File: config.mk
export PLATFORM = sky130hd
export DESIGN_NAME = ras
export DESIGN_NICKNAME = d
export VERILOG_FILES = /design/src/hdl/bpu_pkg.sv /design/src/hdl/ras.sv
export SDC_FILE = /design/constraint.sdc
export NUM_CORES = 1
export LEC_CHECK = 0
export ABC_CLOCK_PERIOD_IN_PS = 11700
export BUFFER_PORTS_ARGS = -buffer_cell sky130_fd_sc_hd__buf_2
export CORE_ASPECT_RATIO = 0.8
export CORE_UTILIZATION = 60
export DETAILED_ROUTE_END_ITERATION = 7
export PLACE_DENSITY = 0.79
export SETUP_SLACK_MARGIN = 0.3
export SYNTH_ARGS = -nofsm -noshare
export SYNTH_HDL_FRONTEND = slang
export SYNTH_SLANG_ARGS = --single-unit
File: constraint.sdc
create_clock -name clk -period 11.7 [get_ports clk]
set_input_delay 2.925 -clock clk [delete_from_list [all_inputs] [get_ports clk]]
set_output_delay 2.925 -clock clk [all_outputs]
set_load 0.01 [all_outputs]
File: src/hdl/bpu_pkg.sv
package bpu_pkg;

    localparam int NUM_WAYS     = 4;
    localparam int SET_BITS     = 4;
    localparam int NUM_SETS     = 1 << SET_BITS;
    localparam int TAG_BITS     = 32 - SET_BITS - 2;  // pc[31:6]
    localparam int COUNTER_BITS = 2;
    localparam int RAS_DEPTH    = 8;
    localparam int RAS_PTR_BITS = $clog2(RAS_DEPTH);

    typedef logic [31:0]               addr_t;
    typedef logic [$clog2(NUM_WAYS)-1:0] way_t;
    typedef logic [SET_BITS-1:0]       idx_t;
    typedef logic [TAG_BITS-1:0]       tag_t;
    typedef logic [COUNTER_BITS-1:0]   ctr_t;

    localparam ctr_t CTR_MAX  = '1;
    localparam ctr_t CTR_INIT = ctr_t'(1 << (COUNTER_BITS - 1));  // Weakly taken

    typedef enum logic [1:0] {
        KIND_BRANCH,
        KIND_JUMP,
        KIND_RETURN
    } entry_kind_e;

    typedef enum logic {
        SLOT_PC,
        SLOT_PCP4
    } slot_e;

    // Word-aligned set index
    function automatic idx_t pc_idx(addr_t pc);
        return pc[SET_BITS+1:2];
    endfunction

    function automatic tag_t pc_tag(addr_t pc);
        return pc[31:SET_BITS+2];
    endfunction

endpackage

File: src/hdl/ras.sv
`timescale 1ns/1ps

module ras (
    input  logic           clk,
    input  logic           rst_n,
    input  logic           push,
    input  logic           pop,
    input  bpu_pkg::addr_t ret_pc_push,
    output bpu_pkg::addr_t top,
    output logic           empty,
    output logic           fail
);

    bpu_pkg::addr_t                  mem [bpu_pkg::RAS_DEPTH];
    logic [bpu_pkg::RAS_PTR_BITS-1:0] ptr;      // Next free slot
    logic [bpu_pkg::RAS_PTR_BITS-1:0] top_ptr;
    logic [bpu_pkg::RAS_PTR_BITS:0]   count;
    logic                             pop_ok;

    assign top_ptr = ptr - 1'b1;
    assign empty   = (count == '0);
    assign fail    = pop && empty;
    assign pop_ok  = pop && !empty;
    assign top     = empty ? '0 : mem[top_ptr];

    // When full, ptr already sits on the oldest entry
    always_ff @(posedge clk or negedge rst_n) begin
        if (!rst_n) begin
            ptr   <= '0;
            count <= '0;
        end else if (push && !pop_ok) begin
            ptr <= ptr + 1'b1;
            if (count != (bpu_pkg::RAS_PTR_BITS + 1)'(bpu_pkg::RAS_DEPTH)) begin
                count <= count + 1'b1;
            end
        end else if (pop_ok && !push) begin
            ptr   <= top_ptr;
            count <= count - 1'b1;
        end
    end

    // Push with pop replaces the top
    always_ff @(posedge clk) begin
        if (push) begin
            mem[pop_ok ? top_ptr : ptr] <= ret_pc_push;
        end
    end

endmodule

==> results.yml <==
outcome:
  outcome: "completed"
timing:
  max_freq_mhz: 159
  slew_viol_final: 0
  period_needed_ps: 6300
  rsz0062_at_grt: "false"
  worst_slew_pin_slew_ps: 1020
  max_slew_margin_pct: 31.8
  fin_crit_sh_pct: 53.9
  setup_viol: 0
  setup_tns_ps: 0
  hold_viol_final: 0
  finClkSkew_ps: 15.6
placement:
  postPlaceCellArea_mm2: 0.0111
  io_buffers: 69
  gp_congestion: 0.807
  hpwl_um: 10300
worst_setup_path:
  cpMaxStageDelayCell: "ha_4"
  cp_max_fo: 72
  ff2ff_setup_slack_ps: 8120
  crit_arrival_ps: 3380
  ff2ff_path_depth: 5
  path_buf_inv: 2
  required_ps: 8780
  crit_type: "reg2out"
  worstReg2RegStart: "ptr[0]$_DFFE_PN0P_"
  cp_slowest_stage_delay_ps: 970
  r2r_end: "mem[4][0]$_DFFE_PP_"
  worstPathCellList: "inv_2 -> ha_4 -> mux4_2 -> nand2_1 -> a21oi_1 -> buf_2"
  cp_top_family: "adder cells"
  worstSetupEndpointType: "output pin"
  start_kind: "flip-flop"
synthesis:
  ys_seq_elements: 263
  synth_flop_cell: "edfxtp_1"
  avgSynthCellArea_um2: 19.7
  yosysMostFrequentCell: "edfxtp_1"
  ys_seq_area_share_pct: 76.0
  syn_nets: 568
  synthCells: 525
  yosys-top-cells-count: "edfxtp_1 (256), nand2_1 (70), mux4_2 (64), a21oi_1 (38), clkbuf_1 (19)"
  synth_cell_types: 38
  ys_warn_count: 0
  synth-async-reset-ratio_pct: 2.66
  netlist.area_leader.share_pct: 74.3
  synth_edf_count: 256
  syn_area_mm2: 0.0103
  synth.area.top_cells: "edfxtp_1 (74%), mux4_2 (14%), nand2_1 (2.5%), a21oi_1 (1.8%), dfrtp_1 (1.7%)"
  synth_top_area_cell: "edfxtp_1"
power_and_ir_drop:
  p_per_area_mw_per_mm2: 289
  ir_worst_vdd_mv: 0.260
  leakage_nw: 3.91
clocking:
  cts.hold.buffers_added: 0
  clkTransAtPathRegs_ps: 60
  clkSinkCount: 263
  numCtsBuffers: 25
  clockBufferDepth: 3
  htree_levels: 1
  clk_root_buffer_cell: "clkbuf_16"
  cts_tree: "done"
  clock_latency_ps: 530
  cts_resized: 0
  postCtsSetupBuffers: 0
floorplan:
  initial_core_util_pct: 61.9
  io_pins: 70
  die_w_um: 149
  num_rows: 42
  dieHeight_um: 119
  die_area_mm2: 0.0178
  core_mm2: 0.0167
routing:
  drt_first_pass_iters: 5
  vias: 5169
  routedWlPerCell_um: 23.3
  routed_wirelength_um: 19700
  viasPerCell: 6.13
  ant_nets: 0
  drt_iter0_drc: 467
  drc: 0
global_route:
  track_usage_pct: 23.3
  grt_pass1_vias: 5348
  antenna_found_initial: 1
  grt_pass1_wl_um: 30200
  grt_start_max_net_pins: 73
  gr-total-overflow: 0
flow_run:
  maxCapViolCount: 0
final_layout:
  fin_area_mm2: 0.0118
  syn2layout_area_growth_pct: 13.9
  drive_gt1_share_pct: 31.5
  fillCellCount: 1034
  num-nets-final: 648
min_path:
  hold_end: "count[0]$_DFFE_PN0P_"
  hold_depth: 1
  min_path_type: "reg2reg"
  hold_path_startpoint: "count[0]$_DFFE_PN0P_"
[metrics by stage]
| step | hold slack [ps] | power [mW] | util, % | std cells | setup slack (ps) |
|---|---|---|---|---|---|
| 2_1_floorplan | 545 | 2.23 | - | 525 | 5700 |
| 3_3_place_gp | 580 | 2.68 | 66.2 | 798 | 5490 |
| 3_5_place_dp | 593 | 2.71 | 66.2 | 798 | 5500 |
| 4_1_cts | 604 | 3.44 | 70.5 | 842 | 5400 |
| 5_1_grt | 640 | 3.58 | 70.5 | 842 | 5250 |
| 6_report | 601 | 3.41 | 70.5 | 843 | 5400 |
[sequential cells by signal (all words and copies together), names as in the netlist]
| signal | cells |
|---|---|
| count | 4 |
| ptr | 3 |
| mem | 256 |
[worst max path at each step]
stage | cells after the start | to | start
after global placement | 3 | fail | pop
final | 6 | top[10] | ptr[0]$_DFFE_PN0P_
after detailed placement | 3 | fail | pop
after CTS | 6 | top[10] | ptr[0]$_DFFE_PN0P_
after global routing | 6 | top[10] | ptr[0]$_DFFE_PN0P_
after floorplan | 1 | fail | pop
[layout by cell type (no fill, tap or decap), types with 12 or more instances in the layout]
| cell | netlist | final |
|---|---|---|
| mux4_2 | 64 | 64 |
| nand2_1 | 70 | 70 |
| clkbuf_16 | 0 | 25 |
| a21oi_1 | 38 | 32 |
| buf_2 | 7 | 69 |
| buf_4 | 1 | 12 |
| edfxtp_1 | 256 | 256 |
[kinds of logic after synthesis]
group | share of synthesized area (%)
mux | 14.2
flops | 76.0
buf+inv | 1.46
compound gates | 2.54
fa+ha+maj | 0.846
xor+xnor | 0.508
simple gates | 4.41
[per-layer routing]
layer / GRT usage (%) / share of wire, % / vias up
li1: - / - / 2283
met1: 32.4 / 42 / 2661
met2: 39.0 / 50 / 194
met3: 4.48 / 6.9 / 31
met4: 5.23 / 1.7 / 0
met5: 0 / 0 / -
[area by class of cell]
| type | instances | area, um^2 | area share, % |
|---|---|---|---|
| multi-input cells | 227 | 2450 | 20.8 |
| clock buffers | 31 | 648 | 5.50 |
| repair buffers | 81 | 435 | 3.70 |
| inverters | 7 | 26.3 | 0.223 |
| well taps | 220 | 275 | 2.34 |
| clock inverters | 13 | 73.8 | 0.627 |
| diodes | 1 | 2.50 | 0.0212 |
| flip-flops and latches | 263 | 7870 | 66.8 |
[power breakdown]
group / leakage [nW] / switching, mW / internal, mW / total (mW)
Clock: 0.350 / 0.323 / 0.394 / 0.717
Sequential: 2.41 / 0.0769 / 1.23 / 1.31
Combinational: 1.15 / 0.793 / 0.586 / 1.38
Note: power is estimated with default switching activity, not from simulation.
