[src/hdl/bpu_pkg.sv]
package bpu_pkg;

    localparam int NUM_WAYS     = 4;
    localparam int SET_BITS     = 4;
    localparam int NUM_SETS     = 1 << SET_BITS;
    localparam int TAG_BITS     = 32 - SET_BITS - 2;  // pc[31:6]
    localparam int COUNTER_BITS = 2;
    localparam int RAS_DEPTH    = 8;
    localparam int RAS_PTR_BITS = $clog2(RAS_DEPTH);

    typedef logic [31:0]               addr_t;
    typedef logic [$clog2(NUM_WAYS)-1:0] way_t;
    typedef logic [SET_BITS-1:0]       idx_t;
    typedef logic [TAG_BITS-1:0]       tag_t;
    typedef logic [COUNTER_BITS-1:0]   ctr_t;

    localparam ctr_t CTR_MAX  = '1;
    localparam ctr_t CTR_INIT = ctr_t'(1 << (COUNTER_BITS - 1));  // Weakly taken

    typedef enum logic [1:0] {
        KIND_BRANCH,
        KIND_JUMP,
        KIND_RETURN
    } entry_kind_e;

    typedef enum logic {
        SLOT_PC,
        SLOT_PCP4
    } slot_e;

    // Word-aligned set index
    function automatic idx_t pc_idx(addr_t pc);
        return pc[SET_BITS+1:2];
    endfunction

    function automatic tag_t pc_tag(addr_t pc);
        return pc[31:SET_BITS+2];
    endfunction

endpackage

[src/hdl/btb_if.sv]
`timescale 1ns/1ps

interface btb_update_if;
    logic                 we;
    logic                 target_we;    // Cleared on not-taken branch update
    bpu_pkg::idx_t        idx;
    bpu_pkg::tag_t        tag;
    bpu_pkg::addr_t       target;
    bpu_pkg::entry_kind_e kind;
    bpu_pkg::ctr_t        counter;
    logic                 exe_hit;
    bpu_pkg::ctr_t        exe_counter;
    logic                 valid_at_idx;

    modport alloc (
        output we, target_we, idx, tag, target, kind, counter,
        input  exe_hit, exe_counter, valid_at_idx
    );

    modport way (
        input  we, target_we, idx, tag, target, kind, counter,
        output exe_hit, exe_counter, valid_at_idx
    );
endinterface

interface btb_lookup_if;
    logic                 hit0;         // Slot at pc
    bpu_pkg::entry_kind_e kind0;
    bpu_pkg::addr_t       target0;
    bpu_pkg::ctr_t        ctr0;
    logic                 hit1;         // Slot at pc+4
    bpu_pkg::entry_kind_e kind1;
    bpu_pkg::addr_t       target1;
    bpu_pkg::ctr_t        ctr1;

    modport way (output hit0, kind0, target0, ctr0, hit1, kind1, target1, ctr1);
    modport sel (input  hit0, kind0, target0, ctr0, hit1, kind1, target1, ctr1);
endinterface

[src/hdl/btb_way.sv]
`timescale 1ns/1ps

module btb_way (
    input  logic           clk,
    input  logic           rst_n,
    input  bpu_pkg::addr_t f1_pc,
    input  bpu_pkg::addr_t exe_pc,
    btb_update_if.way      upd,
    btb_lookup_if.way      lk
);

    logic [bpu_pkg::NUM_SETS-1:0] valid;
    bpu_pkg::tag_t                tag_mem    [bpu_pkg::NUM_SETS];
    bpu_pkg::addr_t               target_mem [bpu_pkg::NUM_SETS];
    bpu_pkg::entry_kind_e         kind_mem   [bpu_pkg::NUM_SETS];
    bpu_pkg::ctr_t                ctr_mem    [bpu_pkg::NUM_SETS];
    bpu_pkg::addr_t               pcp4;
    bpu_pkg::idx_t                idx0;
    bpu_pkg::idx_t                idx1;
    bpu_pkg::idx_t                exe_idx;

    assign pcp4    = f1_pc + 32'd4;
    assign idx0    = bpu_pkg::pc_idx(f1_pc);
    assign idx1    = bpu_pkg::pc_idx(pcp4);
    assign exe_idx = bpu_pkg::pc_idx(exe_pc);

    // Fetch read ports
    assign lk.hit0    = valid[idx0] && (tag_mem[idx0] == bpu_pkg::pc_tag(f1_pc));
    assign lk.kind0   = kind_mem[idx0];
    assign lk.target0 = target_mem[idx0];
    assign lk.ctr0    = ctr_mem[idx0];

    assign lk.hit1    = valid[idx1] && (tag_mem[idx1] == bpu_pkg::pc_tag(pcp4));  // May cross tag
    assign lk.kind1   = kind_mem[idx1];
    assign lk.target1 = target_mem[idx1];
    assign lk.ctr1    = ctr_mem[idx1];

    // Execute read port
    assign upd.exe_hit      = valid[exe_idx] && (tag_mem[exe_idx] == bpu_pkg::pc_tag(exe_pc));
    assign upd.exe_counter  = ctr_mem[exe_idx];
    assign upd.valid_at_idx = valid[exe_idx];

    always_ff @(posedge clk or negedge rst_n) begin
        if (!rst_n) begin
            valid <= '0;
        end else if (upd.we) begin
            valid[upd.idx] <= 1'b1;
        end
    end

    always_ff @(posedge clk) begin
        if (upd.we) begin
            tag_mem[upd.idx]  <= upd.tag;
            kind_mem[upd.idx] <= upd.kind;
            ctr_mem[upd.idx]  <= upd.counter;
            if (upd.target_we) begin
                target_mem[upd.idx] <= upd.target;
            end
        end
    end

endmodule

[src/flat_wrapper.sv]
// flat-port wrapper written by rule: the top's interface ports become plain ports
module btb_way_flat 
  (clk, rst_n, f1_pc, exe_pc, upd_we, upd_target_we, upd_idx, upd_tag, upd_target, upd_kind, upd_counter, upd_exe_hit, upd_exe_counter, upd_valid_at_idx, lk_hit0, lk_kind0, lk_target0, lk_ctr0, lk_hit1, lk_kind1, lk_target1, lk_ctr1);
  btb_update_if upd_i ();
  btb_lookup_if lk_i ();
  input  logic clk;
  input  logic rst_n;
  input  bpu_pkg::addr_t f1_pc;
  input  bpu_pkg::addr_t exe_pc;
  input wire logic [$bits(upd_i.we)-1:0] upd_we;
  input wire logic [$bits(upd_i.target_we)-1:0] upd_target_we;
  input wire logic [$bits(upd_i.idx)-1:0] upd_idx;
  input wire logic [$bits(upd_i.tag)-1:0] upd_tag;
  input wire logic [$bits(upd_i.target)-1:0] upd_target;
  input wire logic [$bits(upd_i.kind)-1:0] upd_kind;
  input wire logic [$bits(upd_i.counter)-1:0] upd_counter;
  output wire logic [$bits(upd_i.exe_hit)-1:0] upd_exe_hit;
  output wire logic [$bits(upd_i.exe_counter)-1:0] upd_exe_counter;
  output wire logic [$bits(upd_i.valid_at_idx)-1:0] upd_valid_at_idx;
  output wire logic [$bits(lk_i.hit0)-1:0] lk_hit0;
  output wire logic [$bits(lk_i.kind0)-1:0] lk_kind0;
  output wire logic [$bits(lk_i.target0)-1:0] lk_target0;
  output wire logic [$bits(lk_i.ctr0)-1:0] lk_ctr0;
  output wire logic [$bits(lk_i.hit1)-1:0] lk_hit1;
  output wire logic [$bits(lk_i.kind1)-1:0] lk_kind1;
  output wire logic [$bits(lk_i.target1)-1:0] lk_target1;
  output wire logic [$bits(lk_i.ctr1)-1:0] lk_ctr1;
  assign upd_i.we = upd_we;
  assign upd_i.target_we = upd_target_we;
  assign upd_i.idx = upd_idx;
  assign upd_i.tag = upd_tag;
  assign upd_i.target = upd_target;
  assign upd_i.kind = upd_kind;
  assign upd_i.counter = upd_counter;
  assign upd_exe_hit = upd_i.exe_hit;
  assign upd_exe_counter = upd_i.exe_counter;
  assign upd_valid_at_idx = upd_i.valid_at_idx;
  assign lk_hit0 = lk_i.hit0;
  assign lk_kind0 = lk_i.kind0;
  assign lk_target0 = lk_i.target0;
  assign lk_ctr0 = lk_i.ctr0;
  assign lk_hit1 = lk_i.hit1;
  assign lk_kind1 = lk_i.kind1;
  assign lk_target1 = lk_i.target1;
  assign lk_ctr1 = lk_i.ctr1;
  btb_way u_core (.clk(clk), .rst_n(rst_n), .f1_pc(f1_pc), .exe_pc(exe_pc), .upd(upd_i), .lk(lk_i));
endmodule
[config.mk]
export PLATFORM = sky130hd
export DESIGN_NAME = btb_way_flat
export DESIGN_NICKNAME = d
export VERILOG_FILES = /design/src/hdl/bpu_pkg.sv /design/src/hdl/btb_if.sv /design/src/hdl/btb_way.sv /design/src/flat_wrapper.sv
export SDC_FILE = /design/constraint.sdc
export NUM_CORES = 2
export LEC_CHECK = 0
export BUFFER_PORTS_ARGS = -buffer_cell sky130_fd_sc_hd__buf_2
export CELL_PAD_IN_SITES_DETAIL_PLACEMENT = 0
export CELL_PAD_IN_SITES_GLOBAL_PLACEMENT = 1
export CORE_MARGIN = 3
export CORE_UTILIZATION = 57
export CTS_BUF_LIST = sky130_fd_sc_hd__clkbuf_4
export DETAILED_ROUTE_END_ITERATION = 8
export PLACE_DENSITY_LB_ADDON = 0.1
export SKIP_LAST_GASP = 1
export SLEW_MARGIN = 20
export SYNTH_ARGS = -nofsm -noshare
export SYNTH_HDL_FRONTEND = slang
export SYNTH_SLANG_ARGS = --single-unit
[constraint.sdc]
create_clock -name clk -period 5.78 [get_ports clk]
set_input_delay 1.156 -clock clk [delete_from_list [all_inputs] [get_ports clk]]
set_output_delay 1.156 -clock clk [all_outputs]
set_load 0.03 [all_outputs]
==> flow_metrics.tcl <==
set metrics [dict create \
    synth-async-reset-ratio 0.0159 \
    vias_per_cell 7.08 \
    syn_inst 2323 \
    dr.pass1.iters 5 \
    io_pins 212 \
    worst-path-max-fanout 34 \
    hpwl_mm 80.6 \
    grt_pass1_vias 30196 \
    core_um2 87300 \
    fin_skew_ps 0 \
    grt-ovfl-total 0 \
    finalPower_mw 16.6 \
    clock_latency_ps 1110 \
    place_area_um2 53500 \
    setup_violations 0 \
    synth.area.mux_share 0.340 \
    vdd_drop_max_v 0.000235 \
    clock_sinks 1008 \
    rows 108 \
    r2r_slack_ps 4940 \
    gp_congestion 0.928 \
    met3_length_mm 14.1 \
    synthesis.area_um2 50600 \
    final_net_count 2877 \
    synth_edf_count 992 \
    synthXorXnorAreaFrac 0.0181 \
    rsz0062_at_grt "false" \
    synth_top_family_by_area "multiplexers" \
    synth_compound_area_frac 0.00356 \
    grt_max_degree 129 \
    drcViolationCount 0 \
    drive_gt1_frac 0.527 \
    die_area_um2 92300 \
    dieWidth_um 304 \
    dieHeight_um 304 \
    outcome "finished clean" \
    crit_required_ps 4620 \
    synthToLayoutAreaGrowth_pct 12.4 \
    max_freq_mhz 179 \
    finalSetupTns_ps 0 \
    max_slew.worst_pin.slew_ps 1020 \
    finalCritPeriodShare 0.966 \
    hold_path_depth 1 \
    yosysUniqueCellTypes 47 \
    leakage_nw 18.2 \
    wl_met2_mm 68.8 \
    worstSetupPathType "input port to output port" \
    fin_area_um2 56800 \
    hp-start "upd_target[15]" \
    ys_seq_area_frac 0.597 \
    synthSimpleGateAreaFrac 0.0234 \
    r2r_start "u_core.valid[15]$_DFFE_PN0P_" \
    cp-end-kind "output port" \
    slew_viol_final 0 \
    regToRegEndpoint "u_core.valid[15]$_DFFE_PN0P_" \
    synth.net_count 2458 \
    ys_seq_elements 1008 \
    cts-root-buf "clkbuf_4" \
    max_cap_viol_count 0 \
    wl_per_cell_um 33.4 \
    grt_first_pass_wirelength_mm 200 \
    power_density_nw_per_um2 292 \
    slew_headroom 0.318 \
    globalRouteTotalUtil 0.299 \
    ant_nets 0 \
    first_iter_violations 3382 \
    numCtsBuffers 284 \
    vias 28844 \
    cts_buffer_depth 4 \
    hold_viol 0 \
    htree_num_levels 5 \
    postSynthAreaPerCell_um2 21.8 \
    met1_length_mm 48.5 \
    cp.arrival_ps 4430 \
    cts_setup_buffers 0 \
    antenna_found_initial 13 \
    hold_path_end "u_core.target_mem[3][15]$_DFFE_PP_" \
    routed_wl_mm 136 \
    synthAdderAreaFrac 0.000247 \
    cp-startpoint "f1_pc[2]" \
    ys.flop_type "edfxtp_1" \
    fin_crit_ps 5580 \
    start_kind "input port" \
    initial_core_util 0.579 \
    top_layer_used "met5" \
    clk_pin_slew_ps 70 \
    worst_r2r_path_depth 1 \
    hp-class "input port to flop" \
    tritoncts "built" \
    numPortBuffers 207 \
    yosys_warnings 0 \
]
==> state kept, by name, summed over array words and instances (netlist names) <==
signal and flops:
u_core.valid 16, u_core.target_mem 512, u_core.kind_mem 32, u_core.tag_mem 416
u_core.ctr_mem 32
==> critical path: stages <==
cell and delay [ps]:
buf_8 150, ha_4 590, buf_12 300, mux4_2 350, nor3_1 170, a211o_1 270
xnor2_1 100, a2111oi_0 370, nand4b_1 190, nor4b_2 450, buf_2 270
==> area by class of cell <==
class / instances / area, µm²
clock buffers: 394 / 2960
flip-flops and latches: 1008 / 30200
well taps: 1155 / 1450
multi-input cells: 1126 / 19700
clock inverters: 63 / 319
diodes: 7 / 17.5
inverters: 3 / 11.3
repair buffers: 319 / 2210
fillers: 5903 / 30500
==> through the flow <==
step / hold slack, ps / std cells / utilization / setup WS [ps]
finish: 400 / 4075 / 0.651 / 197
global route: 293 / 4070 / 0.651 / 43.6
CTS: 253 / 4068 / 0.651 / 146
detailed placement: 506 / 3610 / 0.613 / 147
global placement: 485 / 3610 / 0.613 / 111
floorplan: 469 / 2323 / - / 527
==> cell usage in the layout, fill, tap and decap left out, drive strengths merged, types with 4 or more instances in the layout <==
| cell type | netlist | layout |
|---|---|---|
| buf | 116 | 318 |
| nand3b | 4 | 4 |
| nand3 | 27 | 27 |
| nor4 | 9 | 9 |
| clkbuf | 70 | 394 |
| nor2 | 24 | 24 |
| nor3b | 4 | 4 |
| diode | 0 | 7 |
| and3 | 8 | 8 |
| nand2 | 53 | 53 |
| and2 | 16 | 16 |
| mux2i | 23 | 23 |
| dfrtp | 16 | 16 |
| a31oi | 6 | 6 |
| edfxtp | 992 | 992 |
| xnor2 | 89 | 89 |
| xor2 | 14 | 14 |
| mux4 | 752 | 752 |
| clkinv | 0 | 54 |
| or4 | 5 | 5 |
| or2 | 16 | 16 |
| inv | 3 | 9 |
| nor3 | 17 | 17 |
| nand4 | 25 | 25 |
==> logic make-up after synthesis <==
logic type,Yosys count
flip-flops,1008
buffers and inverters,189
AND/OR/NAND/NOR,219
XOR/XNOR,103
multiplexers,777
AO/OA/AOI/OAI,26
adder cells (fa/ha/maj),1
==> power breakdown <==
group | internal [mW] | switching (mW) | leakage, nW
Clock | 3.24 | 2.82 | 1.97
Sequential | 8.17 | 0.0805 | 9.11
Combinational | 1.04 | 1.22 | 7.16
Total | 12.5 | 4.12 | 18.2
==> how the worst max path moves through the flow <==
| stage | end | depth (start not counted) |
|---|---|---|
| finish | lk_hit1 | 11 |
| global route | lk_hit1 | 13 |
| CTS | lk_hit1 | 11 |
| detailed placement | lk_hit1 | 11 |
| global placement | lk_hit1 | 13 |
| floorplan | upd_exe_hit | 9 |
==> Yosys cell counts (8+ instances only) <==
cell | instances | area share
and2_1 | 16 | 0.0020
and3_1 | 8 | 0.00099
buf_1 | 23 | 0.0017
buf_2 | 76 | 0.0075
buf_4 | 13 | 0.0019
clkbuf_1 | 70 | 0.0052
dfrtp_1 | 16 | 0.0079
edfxtp_1 | 992 | 0.59
mux2i_1 | 23 | 0.0046
mux4_2 | 752 | 0.33
nand2_1 | 53 | 0.0039
nand3_1 | 27 | 0.0027
nand4_1 | 25 | 0.0031
nor2_1 | 24 | 0.0018
nor3_1 | 17 | 0.0017
or2_2 | 16 | 0.0020
xnor2_1 | 88 | 0.015
xor2_1 | 13 | 0.0023
==> per-layer routing <==
layer  global-route usage  vias to the layer above
met2                0.486                     1880
met3               0.0819                      294
li1                     -                    11415
met5                    0                        -
met4                0.114                       10
met1                0.393                    15245
==> timing repair <==
| item | CTS | global route |
|---|---|---|
| endpoints found under the setup margin | 0 | 1 |
| hold buffers | 1 | 0 |
| endpoints found under the hold margin | 16 | 0 |
| gates resized for setup | 0 | 2 |
(Power assumes the default switching activity.)
